<file path="config.mk">
export PLATFORM = sky130hd
export DESIGN_NAME = minn_peak_gate
export DESIGN_NICKNAME = d
export VERILOG_FILES = /design/src/logic/minn_pkg.sv /design/src/logic/minn_peak_gate.sv
export VERILOG_INCLUDE_DIRS = /design/src /design/src/logic
export SDC_FILE = /design/constraint.sdc
export NUM_CORES = 1
export LEC_CHECK = 0
export BUFFER_PORTS_ARGS = -buffer_cell sky130_fd_sc_hd__buf_2
export CAP_MARGIN = 20
export CORE_ASPECT_RATIO = 1.2
export CORE_MARGIN = 2
export CORE_UTILIZATION = 47
export DETAILED_ROUTE_END_ITERATION = 6
export HOLD_SLACK_MARGIN = 0.12
export PLACE_DENSITY = 0.78
export SYNTH_ARGS = -nofsm -noshare
export SYNTH_HDL_FRONTEND = slang
export SYNTH_SLANG_ARGS = --single-unit
</file>
<file path="constraint.sdc">
create_clock -name clk -period 5.4 [get_ports clk]
set_clock_uncertainty 0.2 [all_clocks]
set_input_delay 1.08 -clock clk [delete_from_list [all_inputs] [get_ports clk]]
set_output_delay 1.08 -clock clk [all_outputs]
set_load 0.05 [all_outputs]
</file>
<file path="src/logic/minn_consts.svh">
// ------------------------------------------------
// Build constants of the preamble detector. Keep DEPTH = NFFT + CP_LEN
// and QUARTER = NFFT / 4, NFFT must be a multiple of 4
// ------------------------------------------------
`ifndef MINN_CONSTS_SVH
`define MINN_CONSTS_SVH

// Width of one I or Q component
`define MINN_IN_W 12

// Preamble geometry
`define MINN_NFFT 32
`define MINN_QUARTER (`MINN_NFFT / 4)
`define MINN_CP_LEN 8

// Buffer holds the detection latency plus the cyclic prefix margin
`define MINN_DEPTH (`MINN_NFFT + `MINN_CP_LEN)
`define MINN_TIMING_OFFSET (-`MINN_CP_LEN)

// Threshold ratio is THRESH / 2^THRESH_FRAC
`define MINN_THRESH 4096
`define MINN_THRESH_FRAC 15

// Consecutive low metrics before the gate closes
`define MINN_HYST 2

// Outstanding detections waiting for their sample
`define MINN_DETQ_DEPTH 4

`endif
</file>
<file path="src/logic/minn_pkg.sv">
// ------------------------------------------------
// Shared types. Window widths allow full growth over one quarter
// ------------------------------------------------
`default_nettype none
`include "minn_consts.svh"

package minn_pkg;

    typedef logic signed [`MINN_IN_W-1:0] iq_comp_t;

    // Lag product and power take 2*W+1 bits, a quarter window adds the rest
    typedef logic signed [2*`MINN_IN_W+$clog2(`MINN_QUARTER+1):0] corr_win_t;
    typedef logic [2*`MINN_IN_W+$clog2(`MINN_QUARTER+1):0] energy_win_t;

    // Four correlation windows and six energy windows combined
    typedef logic signed [$bits(corr_win_t)+1:0] corr_total_t;
    typedef logic [$bits(energy_win_t)+2:0] energy_total_t;

    typedef logic [$clog2(`MINN_DEPTH)-1:0] buf_addr_t;
    typedef logic [$bits(buf_addr_t)+1:0] det_timer_t;

    // i sits in the low bits
    typedef struct packed {
        iq_comp_t q;
        iq_comp_t i;
    } iq_sample_t;

    typedef struct packed {
        iq_sample_t ch1;
        iq_sample_t ch0;
    } dual_sample_t;

    typedef struct packed {
        corr_win_t   corr_recent;
        corr_win_t   corr_previous;
        energy_win_t energy_recent;
        energy_win_t energy_previous;
        energy_win_t energy_previous2;
    } antenna_taps_t;

    typedef enum logic {
        GATE_IDLE,
        GATE_OPEN
    } gate_state_t;

endpackage

`default_nettype wire

</file>
<file path="src/logic/minn_peak_gate.sv">
// ------------------------------------------------
// Inputs are only sampled while metric_valid is high. det_idx holds
// the peak index shifted by the timing offset, modulo the buffer depth
// ------------------------------------------------
`timescale 1ns/1ps
`default_nettype none
`include "minn_consts.svh"

module minn_peak_gate (
    input  logic                  clk,
    input  logic                  rst,
    input  logic                  metric_valid,
    input  minn_pkg::corr_total_t corr_pos,
    input  logic                  above,
    input  minn_pkg::buf_addr_t   wr_idx,
    output logic                  det_pulse,
    output minn_pkg::buf_addr_t   det_idx
);
    import minn_pkg::*;

    localparam int ADDR_W   = $bits(buf_addr_t);
    localparam int OFF_NORM = ((`MINN_TIMING_OFFSET % `MINN_DEPTH) + `MINN_DEPTH) % `MINN_DEPTH;
    localparam int CNT_W    = $clog2(`MINN_HYST + 1);

    gate_state_t       state;
    corr_total_t       peak_val;
    buf_addr_t         peak_idx;
    buf_addr_t         offset_idx;
    logic [CNT_W-1:0]  low_cnt;
    logic [ADDR_W:0]   offset_sum;
    logic              take_peak;
    logic              close;

    // An equal metric also moves the peak, so the latest one wins
    assign take_peak = metric_valid
        && (((state == GATE_IDLE) && above) || ((state == GATE_OPEN) && (corr_pos >= peak_val)));
    assign close = metric_valid && (state == GATE_OPEN) && !above
        && (low_cnt == CNT_W'(`MINN_HYST - 1));

    assign offset_sum = {1'b0, peak_idx} + (ADDR_W+1)'(OFF_NORM);
    assign offset_idx = (offset_sum >= (ADDR_W+1)'(`MINN_DEPTH))
        ? buf_addr_t'(offset_sum - (ADDR_W+1)'(`MINN_DEPTH))
        : buf_addr_t'(offset_sum);

    // ------------------------------------------------
    // Gate FSM
    // ------------------------------------------------
    always_ff @(posedge clk) begin
        if (rst) begin
            state     <= GATE_IDLE;
            low_cnt   <= '0;
            det_pulse <= 1'b0;
        end else begin
            det_pulse <= close;
            if (close) begin
                state   <= GATE_IDLE;
                low_cnt <= '0;
            end else if (metric_valid) begin
                if (state == GATE_IDLE) begin
                    low_cnt <= '0;
                    if (above) begin
                        state <= GATE_OPEN;
                    end
                end else if (above) begin
                    low_cnt <= '0;
                end else begin
                    low_cnt <= low_cnt + 1'b1;
                end
            end
        end
    end

    // Peak payload
    always_ff @(posedge clk) begin
        if (take_peak) begin
            peak_val <= corr_pos;
            peak_idx <= wr_idx;
        end
        if (close) begin
            det_idx <= offset_idx;
        end
    end

    // A detection is a single pulse, the gate needs a new open first
    assert property (@(posedge clk) disable iff (rst) det_pulse |=> !det_pulse)
        else $error("det_pulse lasted two cycles");

endmodule

`default_nettype wire

</file>
=== Yosys cells after proc, flatten, opt, wreduce, memory -nomap -nowiden ===
Index checks and enable logic that the tools add are counted.

* $add $sub $neg: 3
* Multiply operators: 0
* Divide/modulo/power cells: 0
* $lt $le $gt $ge: 2
* Equality and inequality tests: 1
* Shift-type cells: 0
* Muxes and demuxes: 5
* Bitwise gates (word level): 1
* Reductions and logical operators: 9

{| class="wikitable"
|+ Operator list
! cell !! number
|-
| $ge 31x31->1 || 1
|-
| $add 6x6->7 const B || 1
|-
| $ge 7x6->1 const B || 1
|-
| $logic_and 1x1->1 || 6
|-
| $mux 6 || 1
|-
| $sub 6x6->6 const B || 1
|-
| $mux 2 || 2
|-
| $add 2x1->2 const B || 1
|-
| $eq 2x1->1 const B || 1
|-
| $mux 1 || 2
|-
| $reduce_or 2->1 || 1
|-
| $logic_not 1->1 || 1
|-
| $logic_or 1x1->1 || 1
|-
| $not 1->1 || 1
|}

* Register bits after elaboration: 47
* Bits in latches: 0
* Bits in writable memories: 0
* ROM bits: 0
* Input port bits: 41
* Output and inout bits: 7
* Logic and storage cells: 27
* Memories kept: 0

=== Longest topological paths before layout ===
Gate-level depths: netlist of run 1.

* Depth after elaboration: 4
* Gate-level depth with buffers: 8

=== Worst setup path before layout of run 1 ===
OpenSTA, ideal clock, no wires.

* Kind: input port to flip-flop
* Start point: input corr_pos[29]
* End point: register peak_idx[0], enable pin
* Arrival time: 3.905 ns
* Data required time: 4.768 ns
* Slack: 0.864 ns
* Cell stages on the path: 7
* Path buffers: 0
* Cell sequence: ha_1 a21oi_2 a21oi_1 a211o_1 a211o_1 a31o_1 nor2_1

* Word-level cells in the longest chain between the ends: 4

{| class="wikitable"
|+ RTL lines
! item !! RTL line !! RTL
|-
| start: declaration || minn_peak_gate.sv:13 || <nowiki>input minn_pkg::corr_total_t corr_pos,</nowiki>
|-
| $ge 31x31->1 || minn_peak_gate.sv:36 || <nowiki>&& (((state == GATE_IDLE) && above) || ((state == GATE_OPEN) && (corr_pos >= peak_val)));</nowiki>
|-
| $logic_and 1x1->1 || minn_peak_gate.sv:36 ||
|-
| $logic_or 1x1->1 || minn_peak_gate.sv:36 ||
|-
| $logic_and 1x1->1 || minn_peak_gate.sv:36 ||
|-
| named net take_peak || minn_peak_gate.sv:31 || <nowiki>logic take_peak;</nowiki>
|-
| end signal: assignment || minn_peak_gate.sv:77 || <nowiki>peak_idx <= wr_idx;</nowiki>
|-
| end: declaration || minn_peak_gate.sv:27 || <nowiki>buf_addr_t peak_idx;</nowiki>
|}

The timed path passes the listed nets, and every way through them passes these cells.
A chain may end at the register's enable or synchronous reset.

=== Worst setup path after layout of run 1 ===
* Start point: input corr_pos[30]
* End point: register peak_val[6], enable pin

* Word-level cells in the longest chain between the ends: 4

{| class="wikitable"
|+ RTL lines
! item !! RTL line !! RTL
|-
| $ge 31x31->1 || minn_peak_gate.sv:36 ||
|-
| $logic_and 1x1->1 || minn_peak_gate.sv:36 ||
|-
| $logic_or 1x1->1 || minn_peak_gate.sv:36 ||
|-
| $logic_and 1x1->1 || minn_peak_gate.sv:36 ||
|-
| named net take_peak || minn_peak_gate.sv:31 ||
|-
| end signal: assignment || minn_peak_gate.sv:76 || <nowiki>peak_val <= corr_pos;</nowiki>
|-
| end: declaration || minn_peak_gate.sv:26 || <nowiki>corr_total_t peak_val;</nowiki>
|}

The timed path passes the listed nets, and every way through them passes these cells.

==> summary.md, run 1 <==
| Metric | Value |
|---|---|
| # setup viols final | `0` |
| Die width | `68.5 um` |
| Critical path data required time | `5.12 ns` |
| Area grow syn2layout | `17.5%` |
| Ports | `48` |
| Maxcap violations | `0` |
| GP Congestion | `0.763` |
| Final nets | `319` |
| Critical path's top delay family | `simple AND/OR/NAND/NOR gates` |
| Die height | `81.4 um` |
| CTS tree | `built` |
| Rel. slew slack | `0.316` |
| Reg power frac | `0.578` |
| Slowest CP cell | `nor2_4` |
| Drt wl/cell | `12.8 um` |
| Post-CTS sizing | `0` |
| Capture point of the worst reg-to-reg path | `peak_val[6]` |
| Crit-path max cell delay | `0.78 ns` |
| Clk root buf | `clkbuf_8` |
| Synth cell types | `29` |
| Dpl hpwl | `3120 um` |
| Vias in the first global route | `1594` |
| Critical Path, Cell by Cell | `buf_2 > ha_1 > nand4_1 > nor2_1 > a211o_1 > a211o_1 > a31o_1 > nor2_4` |
| Kind of critical path | `primary input to register` |
| # hold bufs at CTS | `0` |
| GRT Overall Usage | `0.159` |
| Initial drt markers | `65` |
| Switching portion of total power | `0.248` |
| Hold path depth | `0` |
| Worst-margin pin slew | `1.02 ns` |
| Vias/cell | `5.15` |
| Core Area | `4870 sq um` |
| Worst Path Buf+Inv | `1` |
| Fillers | `422` |
| CTS buffer count | `5` |
| Leak Pwr | `1.25 nW` |
| Initial antenna violation count | `0` |
| Worst hold endpoint | `det_idx[1]` |
| Status | `finished, final reports clean` |
| Max-slew violation count | `0` |
| Mapped Avg Cell Area | `12.4 sq um` |
| Crit path top cell by count | `a211o_1` |
| Layout cell share with drive strength beyond 1 | `0.249` |
| Cell count after synthesis | `190` |
| Std-Cell Rows | `28` |
| Largest net degree at the start of global routing | `38` |
| Synth warn | `0` |
| Routed wire length | `3900 um` |
| Combinational share of power | `0.128` |
| WP data arrival | `3.31 ns` |
| Post-CTS setup buffer count | `0` |
| Reg clk slew, reported paths | `0.09 ns` |
| CTS sink count | `47` |
| Pint | `0.552 mW` |
| Flops & latches, synth | `47` |
| Final period utilization | `0.664` |
| DR DRC count | `0` |
| Peak supply drop | `0.171 mV` |
| First-pass GRT wire length | `6490 um` |
| Port buffer count | `47` |
| Synthesized area | `2350 sq um` |
| Setup TNS Final | `0 ns` |
| Hold path start | `peak_idx[1]` |
| DRT antenna net count | `0` |
| RSZ-0062 raised after global routing | `no` |
| Type of the most critical hold path | `register to register` |
| Psw | `0.183 mW` |
| Pwr Density | `266 nW/um^2` |
| Max Fanout on Critical Path | `37` |
| Seq/Total Area, Yosys | `0.584` |
| CTS H-tree depth | `2` |
| R2R depth | `8` |
| Tmin final | `3.59 ns` |
| Crit end category | `register` |
| Pre-Repair DR Iteration Count | `4` |
| Initial Util | `0.482` |
| Design Power | `0.735 mW` |
| Critical Path Start Type | `primary input` |
| RR Startpoint | `peak_val[20]` |
| Max Fclk | `279 MHz` |
| R2R setup slack | `2.31 ns` |
| Clock share of power | `0.294` |
| DR vias | `1570` |
| Die area | `5580 sq um` |
| Clock Latency Late Sink | `0.30 ns` |
| CTS Buffer Depth | `2` |
| Final Hold Fails | `0` |
| ANT cells | `0` |
| Net Count, Synth | `265` |
| Grt ovf | `0` |
==> flip-flops by register name (all words and copies together) (netlist names) <==
signal	cells
det_idx	6
det_pulse	1
low_cnt	2
peak_idx	6
peak_val	31
state	1
==> worst max path at each step <==
stage	end	from	depth (start not counted)	slack, ns
after detailed placement	peak_val[9]	corr_pos[20]	8	1.48
final	peak_val[6]	corr_pos[30]	8	1.81
after global placement	peak_val[5]	corr_pos[22]	8	1.52
after floorplan	peak_idx[0]	corr_pos[29]	7	0.86
after global routing	peak_val[11]	corr_pos[29]	8	1.68
after CTS	peak_val[15]	corr_pos[30]	8	1.80
==> cells in the final DEF (no fill, tap or decap) <==
master / netlist / layout
o21ai_1: 1 / 1
a21o_1: 2 / 2
o31ai_1: 1 / 1
a31o_1: 1 / 1
o211ai_1: 1 / 1
clkinvlp_4: 0 / 1
nor3_1: 3 / 3
clkbuf_8: 0 / 5
o21bai_1: 1 / 1
a21oi_2: 2 / 2
a21oi_1: 12 / 12
nand2_1: 6 / 6
o21ai_0: 4 / 4
clkinv_4: 0 / 2
nand3_1: 7 / 7
edfxtp_1: 43 / 43
or3_1: 1 / 1
nor2_1: 10 / 9
nand3b_1: 1 / 1
inv_2: 2 / 2
a31oi_1: 1 / 1
buf_2: 0 / 47
a211oi_1: 3 / 3
nand4_1: 5 / 5
dfxtp_1: 4 / 4
nor4_1: 3 / 3
o21ai_2: 1 / 1
inv_1: 35 / 35
a22oi_1: 1 / 1
mux2i_1: 2 / 2
ha_1: 34 / 34
nor2_4: 0 / 1
a21boi_1: 1 / 1
a211o_1: 2 / 2
==> stage by stage <==
step / hold slack [ns] / setup WS (ns) / std cells / instance area [sq um] / util
2_1_floorplan: 0.227 / 0.864 / 190 / 2350 / -
3_3_place_gp: 0.234 / 1.52 / 297 / 2670 / 0.548
3_5_place_dp: 0.245 / 1.48 / 297 / 2670 / 0.548
4_1_cts: 0.267 / 1.80 / 305 / 2760 / 0.567
5_1_grt: 0.286 / 1.68 / 305 / 2760 / 0.567
6_report: 0.262 / 1.81 / 305 / 2760 / 0.567
==> worst register-to-register path, stage by stage (launching register included) <==
cell	delay [ns]
edfxtp_1	0.38
inv_1	0.08
ha_1	0.24
a21oi_1	0.14
o21ai_1	0.07
a211o_1	0.28
a211o_1	0.28
a31o_1	0.25
nor2_4	0.78
==> power by group through the flow <==
stage          Clock (mW)  Combinational (mW)  Sequential, mW
5_1_grt             0.233               0.108           0.427
6_report            0.216              0.0938           0.425
4_1_cts             0.221              0.0953           0.425
2_1_floorplan           0              0.0578           0.432
3_3_place_gp            0              0.0905           0.432
3_5_place_dp            0              0.0944           0.433
==> routing by layer <==
layer | up-vias | GRT usage | wire (um) | part of all wire
li1 | 798 | - | - | -
met1 | 732 | 0.177 | 1630 | 0.42
met2 | 35 | 0.288 | 2040 | 0.52
met3 | 5 | 0.0425 | 183 | 0.047
met4 | 0 | 0.0540 | 51 | 0.013
met5 | - | 0 | 0 | 0
==> synthesized netlist by cell type, drive strengths merged <==
master / n / area (sq um)
dfxtp: 4 / 80.1
o21ai: 6 / 33.8
nor3: 3 / 15.0
mux2i: 2 / 20.0
a21boi: 1 / 7.51
a211o: 2 / 17.5
nand3b: 1 / 7.51
nand4: 5 / 31.3
ha: 34 / 425
a21oi: 14 / 77.6
nor2: 10 / 37.5
o21bai: 1 / 7.51
nor4: 3 / 18.8
edfxtp: 43 / 1290
a31o: 1 / 8.76
or3: 1 / 6.26
inv: 37 / 139
a21o: 2 / 15.0
o31ai: 1 / 7.51
nand3: 7 / 35.0
o211ai: 1 / 7.51
a211oi: 3 / 22.5
a22oi: 1 / 7.51
nand2: 6 / 22.5
a31oi: 1 / 6.26
==> logic make-up after synthesis <==
group / count (synthesis) / share of synthesized area
fa+ha+maj: 34 / 0.181
simple gates: 36 / 0.0741
buf+inv: 37 / 0.0591
mux: 2 / 0.00852
compound gates: 34 / 0.0932
flops: 47 / 0.584
==> final cells by class <==
type                       instances  area (sq um)  share of cell area
clock buffer                       5          68.8              0.0249
multi-input combinational        106           846               0.306
timing repair buffer              47           235              0.0852
tap                               60          75.1              0.0272
inverter                          37           139              0.0503
clock inverter                     3          25.0             0.00907
sequential                        47          1370               0.497
No activity file was read; power rests on OpenSTA's default activity.
==> inputs of run 2 (changes only) <==
- ABC_AREA: not set -> 1
- PLACE_DENSITY: 0.78 -> 0.8
- clock period: 5.4 -> 3.2 ns (I/O delays scaled with it)
==> summary.md, run 2 <==
| Metric | Value |
|---|---|
| Status | `finished, final reports clean` |
| Mapped Avg Cell Area | `10.2 sq um (-17%)` |
| R2R depth | `12 (+4)` |
| Post-CTS setup buffer count | `0 (unchanged)` |
| Routed wire length | `4110 um (+5.4%)` |
| Leak Pwr | `1.49 nW (+19%)` |
| Die height | `84.1 um (+3.3%)` |
| CTS tree | `built` |
| GP Congestion | `0.778 (+2.0%)` |
| Setup WS pre-CTS | `0.471 ns (-1.00 ns)` |
| Seq/Total Area, Yosys | `0.545 (-0.0386)` |
| Port buffer count | `47 (unchanged)` |
| Top cells by count, synth | `inv_1, nand2_1, edfxtp_1, ha_1, nor2_1` |
| Peak supply drop | `0.248 mV (+45%)` |
| Biggest register | `peak_val` |
| Vias in the first global route | `1682 (+5.5%)` |
| Pre-Repair DR Iteration Count | `4 (unchanged)` |
| # setup viols final | `0 (unchanged)` |
| Final Hold Fails | `0 (unchanged)` |
| Final period utilization | `0.754` |
| Maxcap violations | `0 (unchanged)` |
| Net Count, Synth | `321 (+21%)` |
| Layout cell share with drive strength beyond 1 | `0.221 (-0.0279)` |
| Most common cell in the netlist | `inv_1` |
| Vias/cell | `4.55 (-12%)` |
| Post-synth top area cell | `edfxtp_1` |
| Synth area leaders | `edfxtp_1, ha_1, inv_1` |
| Initial drt markers | `78 (+20%)` |
| Fin worst setup slack | `0.787 ns (-1.03 ns)` |
| Synthesized area | `2510 sq um (+7.1%)` |
| Cell count after synthesis | `246 (+29%)` |
| Drt wl/cell | `11.3 um (-12%)` |
| Worst hold endpoint | `det_idx[0]` |
| Type of the most critical hold path | `register to register` |
| Tmin final | `2.41 ns` |
| DRT antenna net count | `0 (unchanged)` |
| First-pass GRT wire length | `6890 um (+6.1%)` |
| Clock Latency Late Sink | `0.31 ns (about the same)` |
| DR DRC count | `0 (unchanged)` |
| Most frequent cells in the layout | `inv_1, nand2_1, buf_2, edfxtp_1, ha_1` |
| Setup TNS Final | `0 ns (unchanged)` |
| Capture point of the worst reg-to-reg path | `peak_val[7]` |
| Die area | `5950 sq um (+6.7%)` |
| Initial Util | `0.481 (-0.000949)` |
| CTS Buffer Depth | `2 (unchanged)` |
| Worst-margin pin slew | `0.364 ns (-0.660 ns)` |
| Hold path start | `peak_idx[0]` |
| Reg clk slew, reported paths | `0.09 ns (about the same)` |
| Critical Path Start Type | `primary input` |
| Synth warn | `0 (unchanged)` |
| FFs w/ async S/R, synth | `0 (unchanged)` |
| CTS H-tree depth | `2 (unchanged)` |
| CTS buffer count | `5 (unchanged)` |
| Rel. slew slack | `0.754 (+0.439)` |
| Pwr Density | `449 nW/um^2 (+69%)` |
| CTS sink count | `47 (unchanged)` |
| Critical Path, Cell by Cell | `buf_2 > ha_1 > a21oi_1 > nand2_1 > nand2_1 > nand3_1 > nor2_1 > nand3_1 > nand2_1 > nor2_1 > nor2_4 > buf_4` |
| Crit-path max cell delay | `0.34 ns (-0.44 ns)` |
| Post-CTS sizing | `0 (unchanged)` |
| Max Fclk | `414 MHz` |
| Flops & latches, synth | `47 (unchanged)` |
| Worst Path Buf+Inv | `2 (+1)` |
| ANT cells | `0 (unchanged)` |
| Critical path's top delay family | `simple AND/OR/NAND/NOR gates` |
| Post-synth EDFFs | `43 (unchanged)` |
| WP data arrival | `2.20 ns (-1.11 ns)` |
| Initial antenna violation count | `0 (unchanged)` |
| Prevailing post-synth register cell | `edfxtp_1` |
| Crit end category | `register` |
| Slowest CP cell | `ha_1` |
| # hold bufs at CTS | `0 (unchanged)` |
| RR Startpoint | `peak_val[30]` |
| Max Fanout on Critical Path | `19 (-49%)` |
| Worst path depth | `12 (+4)` |
| Kind of critical path | `primary input to register` |
| Die width | `70.8 um (+3.3%)` |
| Clk root buf | `clkbuf_8` |
| Yosys top cell area share | `0.513 (-0.0364)` |
| Max-slew violation count | `0 (unchanged)` |
| Largest regs | `peak_val x31, det_idx x6, peak_idx x6` |
| Ports | `48 (unchanged)` |
| Crit path top cell by count | `nand2_1` |
| Critical path data required time | `2.99 ns (-2.13 ns)` |
| R2R setup slack | `0.88 ns (-1.43 ns)` |
| RSZ-0062 raised after global routing | `no` |
| DR vias | `1662 (+5.9%)` |
| Final nets | `377 (+18%)` |
| Max reg flops | `31 (unchanged)` |
| Commonest non-fill, non-tap cell in the layout | `inv_1` |
| Largest net degree at the start of global routing | `20 (-47%)` |
| Dpl hpwl | `3270 um (+4.7%)` |
| Area grow syn2layout | `17.8%` |
| Synth cell types | `24 (-17%)` |
| Grt ovf | `0 (unchanged)` |
| Core Area | `5230 sq um (+7.3%)` |
| GRT Overall Usage | `0.149 (-0.0104)` |
| Hold path depth | `0 (unchanged)` |
| Std-Cell Rows | `29 (+3.6%)` |
run 2: cell types whose count changed in the layout (fill, tap and decap cells not counted), sizes merged, moves of 2 or more:
cell / previous run / this run
nand4: 5 / 2
a211oi: 3 / 0
nand2: 6 / 54
buf: 47 / 49
a21oi: 14 / 12
nor4: 3 / 1
nor2: 10 / 19
o21ai: 6 / 1
and3: 0 / 2
a211o: 2 / 0
nor3: 3 / 1
inv: 37 / 59
run 2: power by group:
part / switching [mW] / internal, mW / total (mW) / leakage, nW
clock: 0.204 / 0.233 / 0.437 / 0.0581
sequential: 0.00875 / 0.706 / 0.715 / 0.435
combinational: 0.105 / 0.0734 / 0.178 / 0.997
run 2: layer usage:
| metal | up-vias | GRT usage | routed length (um) |
|---|---|---|---|
| li1 | 904 | - | - |
| met1 | 717 | 0.168 | 1860 |
| met2 | 35 | 0.263 | 1980 |
| met3 | 6 | 0.0480 | 216 |
| met4 | 0 | 0.0515 | 65 |
| met5 | - | 0 | 0 |
run 2: layout make-up:
class	count	area, sq um
clock inverter	3	43.8
multi-input combinational	139	926
clock buffer	5	68.8
fill	479	2260
tap	62	77.6
timing repair buffer	49	250
inverter	60	225
sequential	47	1370
run 2: stage by stage:
stage	instances	power (mW)	area, sq um	util	hold slack, ns
2_1_floorplan	246	0.844	2520	-	0.227
3_3_place_gp	357	0.901	2850	0.545	0.232
3_5_place_dp	357	0.908	2850	0.545	0.236
4_1_cts	365	1.34	2960	0.567	0.257
5_1_grt	365	1.40	2960	0.567	0.275
6_report	365	1.33	2960	0.567	0.258
run 2: how the worst max path moves through the flow:
stage                 start           to  slack, ns
4_1_cts        corr_pos[14]  peak_val[7]       0.79
6_report       corr_pos[26]  peak_val[7]       0.79
2_1_floorplan  corr_pos[26]  peak_idx[0]       0.01
3_5_place_dp   corr_pos[26]  peak_val[4]       0.47
3_3_place_gp   corr_pos[14]  peak_val[4]       0.49
5_1_grt        corr_pos[26]  peak_val[7]       0.63
run 2: cells by family after synthesis:
family,count (synthesis),share of synthesized area
AND/OR/NAND/NOR,87,0.152
buffers and inverters,60,0.0895
flip-flops,47,0.545
adder cells (fa/ha/maj),34,0.169
AO/OA/AOI/OAI,15,0.0328
multiplexers,2,0.00796
XOR/XNOR,1,0.00348
